==> src/include/uart_defines.svh <==
`ifndef UART_DEFINES_SVH
`define UART_DEFINES_SVH

// character format
`define UART_DATA_W      8   // data bits per character, fixed
`define UART_OVERSAMPLE  16  // baud ticks per bit

// baud generator
`define UART_DIV_W       12  // clocks per tick

// both fifos
`define UART_FIFO_DEPTH  16
`define UART_FIFO_CNT_W  5   // holds 0..depth

`endif

==> src/rtl/uart_cfg_pkg.sv <==
`include "uart_defines.svh"

package uart_cfg_pkg;

  // frame format, word length is always 8
  typedef struct packed {
    logic parity_en;    // parity bit after the data
    logic even_parity;  // 0 selects odd
    logic two_stop;
  } frame_cfg_t;

  // interrupt enables
  typedef struct packed {
    logic rls;   // receiver line status
    logic rda;   // rx data at trigger level
    logic thre;  // tx fifo went empty
  } ier_t;

  // host control word, held as a level
  typedef struct packed {
    logic [`UART_DIV_W-1:0]      divisor;        // zero stops the ticks
    frame_cfg_t                  frame;
    ier_t                        ier;
    logic                        tx_fifo_clr;    // held count at zero
    logic                        rx_fifo_clr;
    logic [`UART_FIFO_CNT_W-1:0] trigger_level;  // rda threshold
  } uart_ctrl_t;

endpackage

==> src/rtl/uart_status_pkg.sv <==
`include "uart_defines.svh"

package uart_status_pkg;

  // one entry of the receive fifo
  typedef struct packed {
    logic [`UART_DATA_W-1:0] data;
    logic                    parity_err;
    logic                    frame_err;   // stop bit seen low
  } rx_char_t;

  // single cycle event pulses toward the status block
  typedef struct packed {
    logic rx_overrun;
    logic rx_parity_err;
    logic rx_frame_err;
    logic rx_read_empty;  // pop on an empty rx fifo
    logic tx_overrun;     // push on a full tx fifo
  } line_evt_t;

  // line status
  typedef struct packed {
    logic data_ready;
    logic overrun;
    logic parity_err;
    logic frame_err;
    logic thr_empty;
    logic tx_idle;
    logic tx_overrun;
    logic read_empty;
  } lsr_t;

  // interrupt id, same codes as the 16550 family
  typedef enum logic [2:0] {
    IIR_NONE = 3'b000,
    IIR_RLS  = 3'b011,
    IIR_RDA  = 3'b010,
    IIR_THRE = 3'b001
  } iir_e;

  typedef struct packed {
    lsr_t lsr;
    iir_e iir;
    logic int_pending;  // active high
  } uart_sr_t;

endpackage

==> src/rtl/uart_baud_gen.sv <==
`timescale 1ns/1ps
`include "uart_defines.svh"

module uart_baud_gen (
  input  logic                   clk,
  input  logic                   rst_n_i,
  input  logic [`UART_DIV_W-1:0] divisor_i,
  output logic                   baud_tick_o
);

  logic [`UART_DIV_W-1:0] cnt_q;  // counts down to zero

  always_ff @(posedge clk)
  begin
    if (!rst_n_i || divisor_i == '0)
      cnt_q <= '0;                    // parked while stopped
    else if (cnt_q == '0)
      cnt_q <= divisor_i - 1'b1;      // reload, period is divisor clocks
    else
      cnt_q <= cnt_q - 1'b1;
  end

  // tick on zero, never with a zero divisor
  assign baud_tick_o = (divisor_i != '0) && (cnt_q == '0);

  // reload keeps ticks apart once the divisor exceeds one
  assert property (@(posedge clk) disable iff (!rst_n_i)
    (baud_tick_o && divisor_i > 1) |=> !baud_tick_o);

endmodule

==> src/rtl/uart_rx.sv <==
`timescale 1ns/1ps
`include "uart_defines.svh"

module uart_rx (
  input  logic                        clk,
  input  logic                        rst_n_i,
  input  logic                        baud_tick_i,
  input  uart_cfg_pkg::frame_cfg_t    frame_i,
  input  logic                        fifo_clr_i,
  input  logic                        rxd_i,
  input  logic                        rx_read_i,
  output logic [`UART_DATA_W-1:0]     rx_data_o,
  output logic [`UART_FIFO_CNT_W-1:0] rx_count_o,
  output uart_status_pkg::line_evt_t  evt_o
);

  import uart_status_pkg::*;

  localparam int TICK_W = $clog2(`UART_OVERSAMPLE);
  localparam int BIT_W  = $clog2(`UART_DATA_W);
  localparam logic [TICK_W-1:0] MID_TICK  = TICK_W'(`UART_OVERSAMPLE / 2 - 1);
  localparam logic [TICK_W-1:0] LAST_TICK = TICK_W'(`UART_OVERSAMPLE - 1);
  localparam logic [BIT_W-1:0]  LAST_BIT  = BIT_W'(`UART_DATA_W - 1);

  typedef enum logic [2:0] {RX_IDLE, RX_START, RX_DATA, RX_PARITY, RX_STOP} rx_state_e;

  rx_state_e               state_q;
  logic                    rxd_meta_q;
  logic                    rxd_s_q;     // synchronized line
  logic [TICK_W-1:0]       tick_cnt_q;
  logic [BIT_W-1:0]        bit_cnt_q;
  logic [`UART_DATA_W-1:0] shift_q;
  logic                    par_acc_q;   // running xor of data bits
  logic                    par_err_q;
  logic                    rd_d_q;
  logic                    rd_fall;
  logic                    sample;
  logic                    fifo_push;
  logic                    fifo_full;
  logic                    fifo_empty;
  rx_char_t                fifo_wdata;
  rx_char_t                fifo_rdata;

  // ----------------------------------------------------------------------
  // deserializer, bit centers are 16 ticks apart after the start check
  assign sample    = baud_tick_i && (tick_cnt_q == LAST_TICK);
  assign fifo_push = sample && (state_q == RX_STOP);  // middle of first stop bit

  always_ff @(posedge clk)
  begin
    if (!rst_n_i)
    begin
      rxd_meta_q <= 1'b1;
      rxd_s_q    <= 1'b1;
      rd_d_q     <= 1'b0;
      state_q    <= RX_IDLE;
      tick_cnt_q <= '0;
      bit_cnt_q  <= '0;
    end
    else
    begin
      rxd_meta_q <= rxd_i;
      rxd_s_q    <= rxd_meta_q;
      rd_d_q     <= rx_read_i;
      if (baud_tick_i)
        tick_cnt_q <= tick_cnt_q + 1'b1;
      case (state_q)
        RX_IDLE:
          if (!rxd_s_q)
          begin
            state_q    <= RX_START;
            tick_cnt_q <= '0;
          end
        RX_START:
          if (baud_tick_i && tick_cnt_q == MID_TICK)
          begin
            tick_cnt_q <= '0;
            bit_cnt_q  <= '0;
            state_q    <= rxd_s_q ? RX_IDLE : RX_DATA;  // high again means a glitch
          end
        RX_DATA:
          if (sample)
          begin
            bit_cnt_q <= bit_cnt_q + 1'b1;
            if (bit_cnt_q == LAST_BIT)
              state_q <= frame_i.parity_en ? RX_PARITY : RX_STOP;
          end
        RX_PARITY:
          if (sample)
            state_q <= RX_STOP;
        RX_STOP:
          if (sample)
            state_q <= RX_IDLE;   // second stop bit is not checked
        default: state_q <= RX_IDLE;
      endcase
    end
  end

  always_ff @(posedge clk)
  begin
    if (state_q == RX_START)
    begin
      par_acc_q <= 1'b0;
      par_err_q <= 1'b0;
    end
    if (sample && state_q == RX_DATA)
    begin
      shift_q   <= {rxd_s_q, shift_q[`UART_DATA_W-1:1]};  // lsb arrives first
      par_acc_q <= par_acc_q ^ rxd_s_q;
    end
    if (sample && state_q == RX_PARITY)
      par_err_q <= par_acc_q ^ rxd_s_q ^ !frame_i.even_parity;
  end

  // ----------------------------------------------------------------------
  // receive fifo and host read
  assign rd_fall = rd_d_q && !rx_read_i;

  always_comb
  begin
    fifo_wdata.data       = shift_q;
    fifo_wdata.parity_err = par_err_q;
    fifo_wdata.frame_err  = !rxd_s_q;
  end

  uart_sync_fifo #(.payload_t(rx_char_t)) u_rx_fifo (
    .clk     (clk),
    .rst_n_i (rst_n_i),
    .clr_i   (fifo_clr_i),
    .push_i  (fifo_push),
    .pop_i   (rd_fall),
    .wdata_i (fifo_wdata),
    .rdata_o (fifo_rdata),
    .count_o (rx_count_o),
    .full_o  (fifo_full),
    .empty_o (fifo_empty)
  );

  assign rx_data_o = fifo_rdata.data;  // head byte

  always_comb
  begin
    evt_o               = '0;
    evt_o.rx_overrun    = fifo_push && fifo_full;
    evt_o.rx_parity_err = fifo_push && par_err_q;
    evt_o.rx_frame_err  = fifo_push && !rxd_s_q;
    evt_o.rx_read_empty = rd_fall && fifo_empty;
  end

  // a pop on an empty fifo must not eat the character pushed alongside
  assert property (@(posedge clk) disable iff (!rst_n_i)
    (fifo_empty && fifo_push && rd_fall && !fifo_clr_i) |=> (rx_count_o == 1));

endmodule

==> src/rtl/uart_status_irq.sv <==
`timescale 1ns/1ps
`include "uart_defines.svh"

module uart_status_irq (
  input  logic                        clk,
  input  logic                        rst_n_i,
  input  uart_status_pkg::line_evt_t  evt_i,
  input  logic [`UART_FIFO_CNT_W-1:0] rx_count_i,
  input  logic                        tx_fifo_empty_i,
  input  logic                        tx_idle_i,
  input  uart_cfg_pkg::ier_t          ier_i,
  input  logic [`UART_FIFO_CNT_W-1:0] trigger_level_i,
  input  logic                        tx_write_i,
  input  logic                        sr_read_i,
  output uart_status_pkg::uart_sr_t   status_o,
  output logic                        irq_o
);

  import uart_status_pkg::*;

  line_evt_t evt_d_q;       // events one cycle back
  line_evt_t evt_rise;
  line_evt_t sticky_q;
  logic      sr_d_q;
  logic      lsr_clr;       // falling edge of status read
  logic      rls_int;
  logic      rls_int_d_q;
  logic      thre_int;
  logic      thre_int_d_q;
  logic      rls_pnd_q;
  logic      rda_pnd_q;
  logic      thre_pnd_q;

  assign evt_rise = evt_i & ~evt_d_q;
  assign lsr_clr  = sr_d_q && !sr_read_i;
  assign rls_int  = ier_i.rls && (|sticky_q);
  assign thre_int = ier_i.thre && tx_fifo_empty_i;

  // ----------------------------------------------------------------------
  // sticky bits and pending flags
  always_ff @(posedge clk)
  begin
    if (!rst_n_i)
    begin
      evt_d_q      <= '0;
      sticky_q     <= '0;
      sr_d_q       <= 1'b0;
      rls_int_d_q  <= 1'b0;
      thre_int_d_q <= 1'b1;   // no thre rise straight out of reset
      rls_pnd_q    <= 1'b0;
      rda_pnd_q    <= 1'b0;
      thre_pnd_q   <= 1'b0;
    end
    else
    begin
      evt_d_q      <= evt_i;
      sr_d_q       <= sr_read_i;
      rls_int_d_q  <= rls_int;
      thre_int_d_q <= thre_int;
      sticky_q     <= lsr_clr ? '0 : (sticky_q | evt_rise);

      if (lsr_clr)
        rls_pnd_q <= 1'b0;
      else if (rls_int && !rls_int_d_q)
        rls_pnd_q <= 1'b1;
      else
        rls_pnd_q <= rls_pnd_q && ier_i.rls;   // masked drops it

      rda_pnd_q <= ier_i.rda && (rx_count_i >= trigger_level_i);  // level

      if (tx_write_i || sr_read_i)
        thre_pnd_q <= 1'b0;
      else if (thre_int && !thre_int_d_q)
        thre_pnd_q <= 1'b1;
      else
        thre_pnd_q <= thre_pnd_q && ier_i.thre;
    end
  end

  // ----------------------------------------------------------------------
  // status word and id by priority
  assign irq_o = rls_pnd_q || rda_pnd_q || thre_pnd_q;

  always_comb
  begin
    status_o.lsr.data_ready = (rx_count_i != '0);
    status_o.lsr.overrun    = sticky_q.rx_overrun;
    status_o.lsr.parity_err = sticky_q.rx_parity_err;
    status_o.lsr.frame_err  = sticky_q.rx_frame_err;
    status_o.lsr.thr_empty  = tx_fifo_empty_i;
    status_o.lsr.tx_idle    = tx_idle_i;
    status_o.lsr.tx_overrun = sticky_q.tx_overrun;
    status_o.lsr.read_empty = sticky_q.rx_read_empty;
    if (rls_pnd_q)
      status_o.iir = IIR_RLS;
    else if (rda_pnd_q)
      status_o.iir = IIR_RDA;
    else if (thre_pnd_q)
      status_o.iir = IIR_THRE;
    else
      status_o.iir = IIR_NONE;
    status_o.int_pending = irq_o;
  end

  assert property (@(posedge clk) disable iff (!rst_n_i)
    irq_o == (status_o.iir != IIR_NONE));

endmodule

==> src/rtl/uart_sync_fifo.sv <==
`timescale 1ns/1ps
`include "uart_defines.svh"

module uart_sync_fifo #(
  parameter type payload_t = logic [`UART_DATA_W-1:0]
) (
  input  logic                        clk,
  input  logic                        rst_n_i,
  input  logic                        clr_i,
  input  logic                        push_i,
  input  logic                        pop_i,
  input  payload_t                    wdata_i,
  output payload_t                    rdata_o,
  output logic [`UART_FIFO_CNT_W-1:0] count_o,
  output logic                        full_o,
  output logic                        empty_o
);

  localparam int PTR_W = $clog2(`UART_FIFO_DEPTH);
  localparam logic [`UART_FIFO_CNT_W-1:0] FULL_CNT = `UART_FIFO_DEPTH;

  payload_t         mem_q [`UART_FIFO_DEPTH];
  logic [PTR_W-1:0] wr_ptr_q;
  logic [PTR_W-1:0] rd_ptr_q;
  logic             do_push;
  logic             do_pop;

  assign full_o  = (count_o == FULL_CNT);
  assign empty_o = (count_o == '0);
  assign do_push = push_i && !full_o;   // dropped when full
  assign do_pop  = pop_i && !empty_o;   // ignored when empty
  assign rdata_o = mem_q[rd_ptr_q];     // head, no read latency

  always_ff @(posedge clk)
  begin
    if (do_push)
      mem_q[wr_ptr_q] <= wdata_i;
  end

  // pointers wrap at the power of two depth
  always_ff @(posedge clk)
  begin
    if (!rst_n_i || clr_i)
    begin
      wr_ptr_q <= '0;
      rd_ptr_q <= '0;
      count_o  <= '0;
    end
    else
    begin
      if (do_push)
        wr_ptr_q <= wr_ptr_q + 1'b1;
      if (do_pop)
        rd_ptr_q <= rd_ptr_q + 1'b1;
      case ({do_push, do_pop})
        2'b10:   count_o <= count_o + 1'b1;
        2'b01:   count_o <= count_o - 1'b1;
        default: count_o <= count_o;        // both or neither
      endcase
    end
  end

  assert property (@(posedge clk) disable iff (!rst_n_i) count_o <= FULL_CNT);

endmodule

==> src/rtl/uart_top.sv <==
`timescale 1ns/1ps
`include "uart_defines.svh"

module uart_top (
  input  logic                      clk,
  input  logic                      rst_n_i,
  input  uart_cfg_pkg::uart_ctrl_t  ctrl_i,
  input  logic [`UART_DATA_W-1:0]   tx_data_i,
  input  logic                      tx_write_i,
  input  logic                      rx_read_i,
  input  logic                      sr_read_i,
  input  logic                      rxd_i,
  output logic [`UART_DATA_W-1:0]   rx_data_o,
  output uart_status_pkg::uart_sr_t status_o,
  output logic                      txd_o,
  output logic                      irq_o
);

  import uart_status_pkg::*;

  logic                        baud_tick;
  logic                        tx_fifo_empty;
  logic                        tx_idle;
  logic [`UART_FIFO_CNT_W-1:0] rx_count;
  line_evt_t                   tx_evt;
  line_evt_t                   rx_evt;
  line_evt_t                   line_evt;

  assign line_evt = tx_evt | rx_evt;  // each side drives its own bits

  uart_baud_gen u_baud_gen (
    .clk         (clk),
    .rst_n_i     (rst_n_i),
    .divisor_i   (ctrl_i.divisor),
    .baud_tick_o (baud_tick)
  );

  uart_tx u_tx (
    .clk             (clk),
    .rst_n_i         (rst_n_i),
    .baud_tick_i     (baud_tick),
    .frame_i         (ctrl_i.frame),
    .fifo_clr_i      (ctrl_i.tx_fifo_clr),
    .tx_data_i       (tx_data_i),
    .tx_write_i      (tx_write_i),
    .txd_o           (txd_o),
    .tx_fifo_empty_o (tx_fifo_empty),
    .tx_idle_o       (tx_idle),
    .evt_o           (tx_evt)
  );

  uart_rx u_rx (
    .clk         (clk),
    .rst_n_i     (rst_n_i),
    .baud_tick_i (baud_tick),
    .frame_i     (ctrl_i.frame),
    .fifo_clr_i  (ctrl_i.rx_fifo_clr),
    .rxd_i       (rxd_i),
    .rx_read_i   (rx_read_i),
    .rx_data_o   (rx_data_o),
    .rx_count_o  (rx_count),
    .evt_o       (rx_evt)
  );

  uart_status_irq u_status_irq (
    .clk             (clk),
    .rst_n_i         (rst_n_i),
    .evt_i           (line_evt),
    .rx_count_i      (rx_count),
    .tx_fifo_empty_i (tx_fifo_empty),
    .tx_idle_i       (tx_idle),
    .ier_i           (ctrl_i.ier),
    .trigger_level_i (ctrl_i.trigger_level),
    .tx_write_i      (tx_write_i),
    .sr_read_i       (sr_read_i),
    .status_o        (status_o),
    .irq_o           (irq_o)
  );

endmodule

==> src/rtl/uart_tx.sv <==
`timescale 1ns/1ps
`include "uart_defines.svh"

module uart_tx (
  input  logic                       clk,
  input  logic                       rst_n_i,
  input  logic                       baud_tick_i,
  input  uart_cfg_pkg::frame_cfg_t   frame_i,
  input  logic                       fifo_clr_i,
  input  logic [`UART_DATA_W-1:0]    tx_data_i,
  input  logic                       tx_write_i,
  output logic                       txd_o,
  output logic                       tx_fifo_empty_o,
  output logic                       tx_idle_o,
  output uart_status_pkg::line_evt_t evt_o
);

  localparam int TICK_W = $clog2(`UART_OVERSAMPLE);
  localparam int BIT_W  = $clog2(`UART_DATA_W);
  localparam logic [TICK_W-1:0] LAST_TICK = TICK_W'(`UART_OVERSAMPLE - 1);
  localparam logic [BIT_W-1:0]  LAST_BIT  = BIT_W'(`UART_DATA_W - 1);

  typedef enum logic [2:0] {TX_IDLE, TX_START, TX_DATA, TX_PARITY, TX_STOP} tx_state_e;

  tx_state_e               state_q;
  logic [TICK_W-1:0]       tick_cnt_q;
  logic [BIT_W-1:0]        bit_cnt_q;
  logic [`UART_DATA_W-1:0] shift_q;
  logic [`UART_DATA_W-1:0] fifo_rdata;
  logic                    par_bit_q;
  logic                    stop2_q;     // second stop bit running
  logic                    wr_d_q;
  logic                    wr_fall;
  logic                    fifo_full;
  logic                    fifo_pop;
  logic                    bit_done;

  // ----------------------------------------------------------------------
  // host write, acts on the falling edge of the strobe
  assign wr_fall = wr_d_q && !tx_write_i;

  always_comb
  begin
    evt_o            = '0;
    evt_o.tx_overrun = wr_fall && fifo_full;  // byte dropped
  end

  uart_sync_fifo #(.payload_t(logic [`UART_DATA_W-1:0])) u_tx_fifo (
    .clk     (clk),
    .rst_n_i (rst_n_i),
    .clr_i   (fifo_clr_i),
    .push_i  (wr_fall),
    .pop_i   (fifo_pop),
    .wdata_i (tx_data_i),
    .rdata_o (fifo_rdata),
    .count_o (),
    .full_o  (fifo_full),
    .empty_o (tx_fifo_empty_o)
  );

  // ----------------------------------------------------------------------
  // serializer, frames start on a tick so every bit is 16 ticks
  assign fifo_pop  = (state_q == TX_IDLE) && baud_tick_i && !tx_fifo_empty_o;
  assign bit_done  = baud_tick_i && (tick_cnt_q == LAST_TICK);
  assign tx_idle_o = tx_fifo_empty_o && (state_q == TX_IDLE);

  always_ff @(posedge clk)
  begin
    if (fifo_pop)
    begin
      shift_q   <= fifo_rdata;
      par_bit_q <= (^fifo_rdata) ^ !frame_i.even_parity;  // even gives even ones
    end
    else if (state_q == TX_DATA && bit_done)
      shift_q <= shift_q >> 1;     // lsb first
  end

  always_ff @(posedge clk)
  begin
    if (!rst_n_i)
    begin
      state_q    <= TX_IDLE;
      txd_o      <= 1'b1;   // line idles high
      tick_cnt_q <= '0;
      bit_cnt_q  <= '0;
      stop2_q    <= 1'b0;
      wr_d_q     <= 1'b0;
    end
    else
    begin
      wr_d_q <= tx_write_i;
      if (baud_tick_i)
        tick_cnt_q <= tick_cnt_q + 1'b1;
      case (state_q)
        TX_IDLE:
          if (fifo_pop)
          begin
            state_q    <= TX_START;
            txd_o      <= 1'b0;
            tick_cnt_q <= '0;
          end
        TX_START:
          if (bit_done)
          begin
            state_q   <= TX_DATA;
            txd_o     <= shift_q[0];
            bit_cnt_q <= '0;
          end
        TX_DATA:
          if (bit_done)
          begin
            bit_cnt_q <= bit_cnt_q + 1'b1;
            if (bit_cnt_q != LAST_BIT)
              txd_o <= shift_q[1];   // shifter moves on this edge
            else if (frame_i.parity_en)
            begin
              state_q <= TX_PARITY;
              txd_o   <= par_bit_q;
            end
            else
            begin
              state_q <= TX_STOP;
              txd_o   <= 1'b1;
              stop2_q <= 1'b0;
            end
          end
        TX_PARITY:
          if (bit_done)
          begin
            state_q <= TX_STOP;
            txd_o   <= 1'b1;
            stop2_q <= 1'b0;
          end
        TX_STOP:
          if (bit_done)
          begin
            if (frame_i.two_stop && !stop2_q)
              stop2_q <= 1'b1;
            else
              state_q <= TX_IDLE;
          end
        default: state_q <= TX_IDLE;
      endcase
    end
  end

  assert property (@(posedge clk) disable iff (!rst_n_i) (state_q == TX_IDLE) |-> txd_o);

endmodule

==> config.mk <==
export PLATFORM = sky130hd
export DESIGN_NAME = uart_top
export DESIGN_NICKNAME = d
export VERILOG_FILES = /design/src/rtl/uart_cfg_pkg.sv /design/src/rtl/uart_status_pkg.sv /design/src/rtl/uart_baud_gen.sv /design/src/rtl/uart_rx.sv /design/src/rtl/uart_status_irq.sv /design/src/rtl/uart_sync_fifo.sv /design/src/rtl/uart_top.sv /design/src/rtl/uart_tx.sv
export VERILOG_INCLUDE_DIRS = /design/src /design/src/include
export SDC_FILE = /design/constraint.sdc
export NUM_CORES = 1
export LEC_CHECK = 0
export ABC_AREA = 1
export BUFFER_PORTS_ARGS = -buffer_cell sky130_fd_sc_hd__buf_4
export CAP_MARGIN = 15
export CORE_UTILIZATION = 62
export CTS_CLUSTER_DIAMETER = 150
export DETAILED_ROUTE_END_ITERATION = 12
export GPL_TIMING_DRIVEN = 0
export PLACE_DENSITY = 0.8
export SLEW_MARGIN = 20
export SYNTH_ARGS = -nofsm -noshare
export SYNTH_HDL_FRONTEND = slang
export SYNTH_HIERARCHICAL = 1
export SYNTH_SLANG_ARGS = --single-unit
==> constraint.sdc <==
create_clock -name clk -period 3.6 [get_ports clk]
set_input_delay 0.36 -clock clk [delete_from_list [all_inputs] [get_ports clk]]
set_output_delay 0.36 -clock clk [all_outputs]
set_load 0.02 [all_outputs]
==> impl_metrics.json <==
{
  "antenna_left": 0,
  "finalMaxSlewViolations": 0,
  "ctsRootBufferMaster": "clkbuf_16",
  "slew_headroom": 0.3808,
  "finalCritPeriodShare": 0.9172,
  "dieArea_mm2": 0.02705,
  "grt_pass1_vias": 10516,
  "critPathMaxFanout": 11,
  "period_needed_ns": 3.302,
  "yosys_warnings": 6,
  "syn_inst": 1524,
  "crit_type": "flop to flop",
  "pwr-share-clk": 0.369,
  "synthToLayoutAreaGrowth_pct": 12.51,
  "finalHoldViolCount": 0,
  "via_per_inst": 5.649,
  "n_fill_cell": 1869,
  "cp-start-kind": "flop",
  "start_util": 0.6297,
  "gp_congestion": 0.9025,
  "setup_viol": 0,
  "switching_share": 0.2720,
  "globalRouteTotalUtil": 0.2633,
  "syn_avg_cell_area_um2": 10.74,
  "ir_worst_vdd_mv": 0.5094,
  "combPwrFrac": 0.158,
  "ioPinCount": 61,
  "internal_power_w": 0.007218,
  "coreArea_mm2": 0.02598,
  "skew_ns": 0.01921,
  "wl_mm": 34.70,
  "tritoncts": "yes",
  "final_cell_mix": "275 x edfxtp_1, 215 x inv_1, 171 x nand2_1",
  "fin_util": 0.7085,
  "clk_pin_slew_worst_paths_ns": 0.06,
  "grt_max_degree": 18,
  "p_switching_w": 0.002697,
  "rows": 59,
  "timing.fmax_ghz": 0.3029,
  "dpl.hpwl_mm": 23.94,
  "critPathRequiredTime_ns": 3.74,
  "clk_path_buf_depth": 3,
  "postCtsSetupRepairBufs": 0,
  "antenna_found_initial": 0,
  "grt_overflow_total": 0,
  "grt_first_pass_wirelength_mm": 54.64,
  "arrival_ns": 3.45,
  "holdWs_ns": 0.03078,
  "dr.pass1.iters": 5,
  "vias": 11231,
  "fin_nets": 1692,
  "status": "completed",
  "clock_latency_ns": 0.53,
  "cap_viol_max_count": 0,
  "drc": 0,
  "seq_power_share": 0.473,
  "layout-drive-gt1-share": 0.1446,
  "p_leak_nw": 7.141,
  "cts.htree.levels": 2,
  "worst_hold_path_type": "input port to flop",
  "io_buffers": 59,
  "rsz0062_at_grt": "false",
  "diodes": 0,
  "syn_area_mm2": 0.01636,
  "cts_hold_buf": 0,
  "mostFrequentLayoutCell": "edfxtp_1",
  "drtIter0Drc": 1018,
  "drt-wirelength-per-cell_um": 17.46,
  "cts_sinks": 363,
  "cp-end-kind": "flop",
  "dieWidth_um": 164.5,
  "worst_pin_slew_ns": 0.9253,
  "die_h_um": 164.5,
  "cts_buffers": 37,
  "power.density_mw_per_mm2": 538.6
}
[sequential cells by signal, indices dropped and copies added (netlist names), 4 cells and up, named ones only]
signal,flops
u_rx/u_rx_fifo/count_o,5
u_tx/u_tx_fifo/mem_q,128
u_rx/u_rx_fifo/mem_q,128
u_rx/tick_cnt_q,4
u_tx/shift_q,8
u_tx/u_tx_fifo/wr_ptr_q,4
u_status_irq/evt_d_q,5
u_baud_gen/cnt_q,12
u_tx/tick_cnt_q,4
u_tx/u_tx_fifo/rd_ptr_q,4
u_status_irq/status_o,5
u_rx/u_rx_fifo/rd_ptr_q,4
u_rx/shift_q,8
u_tx/u_tx_fifo/count_o,5
u_rx/u_rx_fifo/wr_ptr_q,4
[routing by layer]
layer	up-vias	global-route usage	wire, um
met4	0	0.09508	1032
met2	469	0.4217	16520
met1	5290	0.3672	14550
met5	-	0	0
li1	5400	-	-
met3	72	0.04018	2601
[power groups by stage]
stage                     clock network (W)  logic, W  registers (W)
after CTS                           0.00370   0.00156        0.00469
after floorplan                           0   0.00120        0.00477
after detailed placement                  0   0.00154        0.00478
after global routing                0.00388   0.00177        0.00471
final                               0.00366   0.00157        0.00469
after global placement                    0   0.00149        0.00478
[cell type report]
cell class                 count  area (um^2)  share of cell area
sequential                   363        10020              0.5442
inverter                     235        894.6             0.04859
multi-input combinational    865         5129              0.2786
tap                          335        419.2             0.02277
clock inverter                23        203.9             0.01108
buffer                        64        349.1             0.01896
clock buffer                  44        952.2             0.05172
timing repair buffer          59        442.9             0.02406
[stage by stage]
step / TNS (ns) / cells / instance area (um^2) / power [W] / setup slack (ns)
6_report: 0 / 1988 / 18410 / 0.009915 / 0.2981
5_1_grt: 0 / 1988 / 18410 / 0.01035 / 0.003900
4_1_cts: 0 / 1988 / 18400 / 0.009953 / 0.003345
3_5_place_dp: -25.85 / 1921 / 17240 / 0.006327 / -0.3237
3_3_place_gp: -14.13 / 1921 / 17240 / 0.006263 / -0.2083
2_1_floorplan: 0 / 1527 / 16370 / 0.005974 / 0.6120
[critical path, cell delays in order (launching register included)]
cell     delay (ns)
dfxtp_1        0.31
nor2_1         0.11
nand2_1        0.07
nor2_2         0.13
nand2_1        0.20
nor2_4         0.41
nand4_1        0.27
nor2_1         0.28
nand2_4        0.15
inv_2          0.13
nand2_1        0.13
nor2_1         0.73
[worst paths after layout]
kind,startpoint,endpoint,slack [ns],cells past startpoint
worst min-delay path,tx_write_i,u_status_irq/thre_pnd_q,0.03,2
worst max register to register,u_baud_gen/cnt_q[5],u_rx/u_rx_fifo/mem_q[5][6],0.30,11
worst min register to register,u_rx/rxd_meta_q,u_rx/rxd_s_q,0.41,1
worst max-delay path,u_baud_gen/cnt_q[5],u_rx/u_rx_fifo/mem_q[5][6],0.30,11
[timing repair]
action / 4_1_cts / 5_1_grt
gates resized for setup: 1 / 5
pin swaps: 0 / 0
setup endpoints to repair: 135 / 134
No activity file was read; power rests on OpenSTA's default activity.
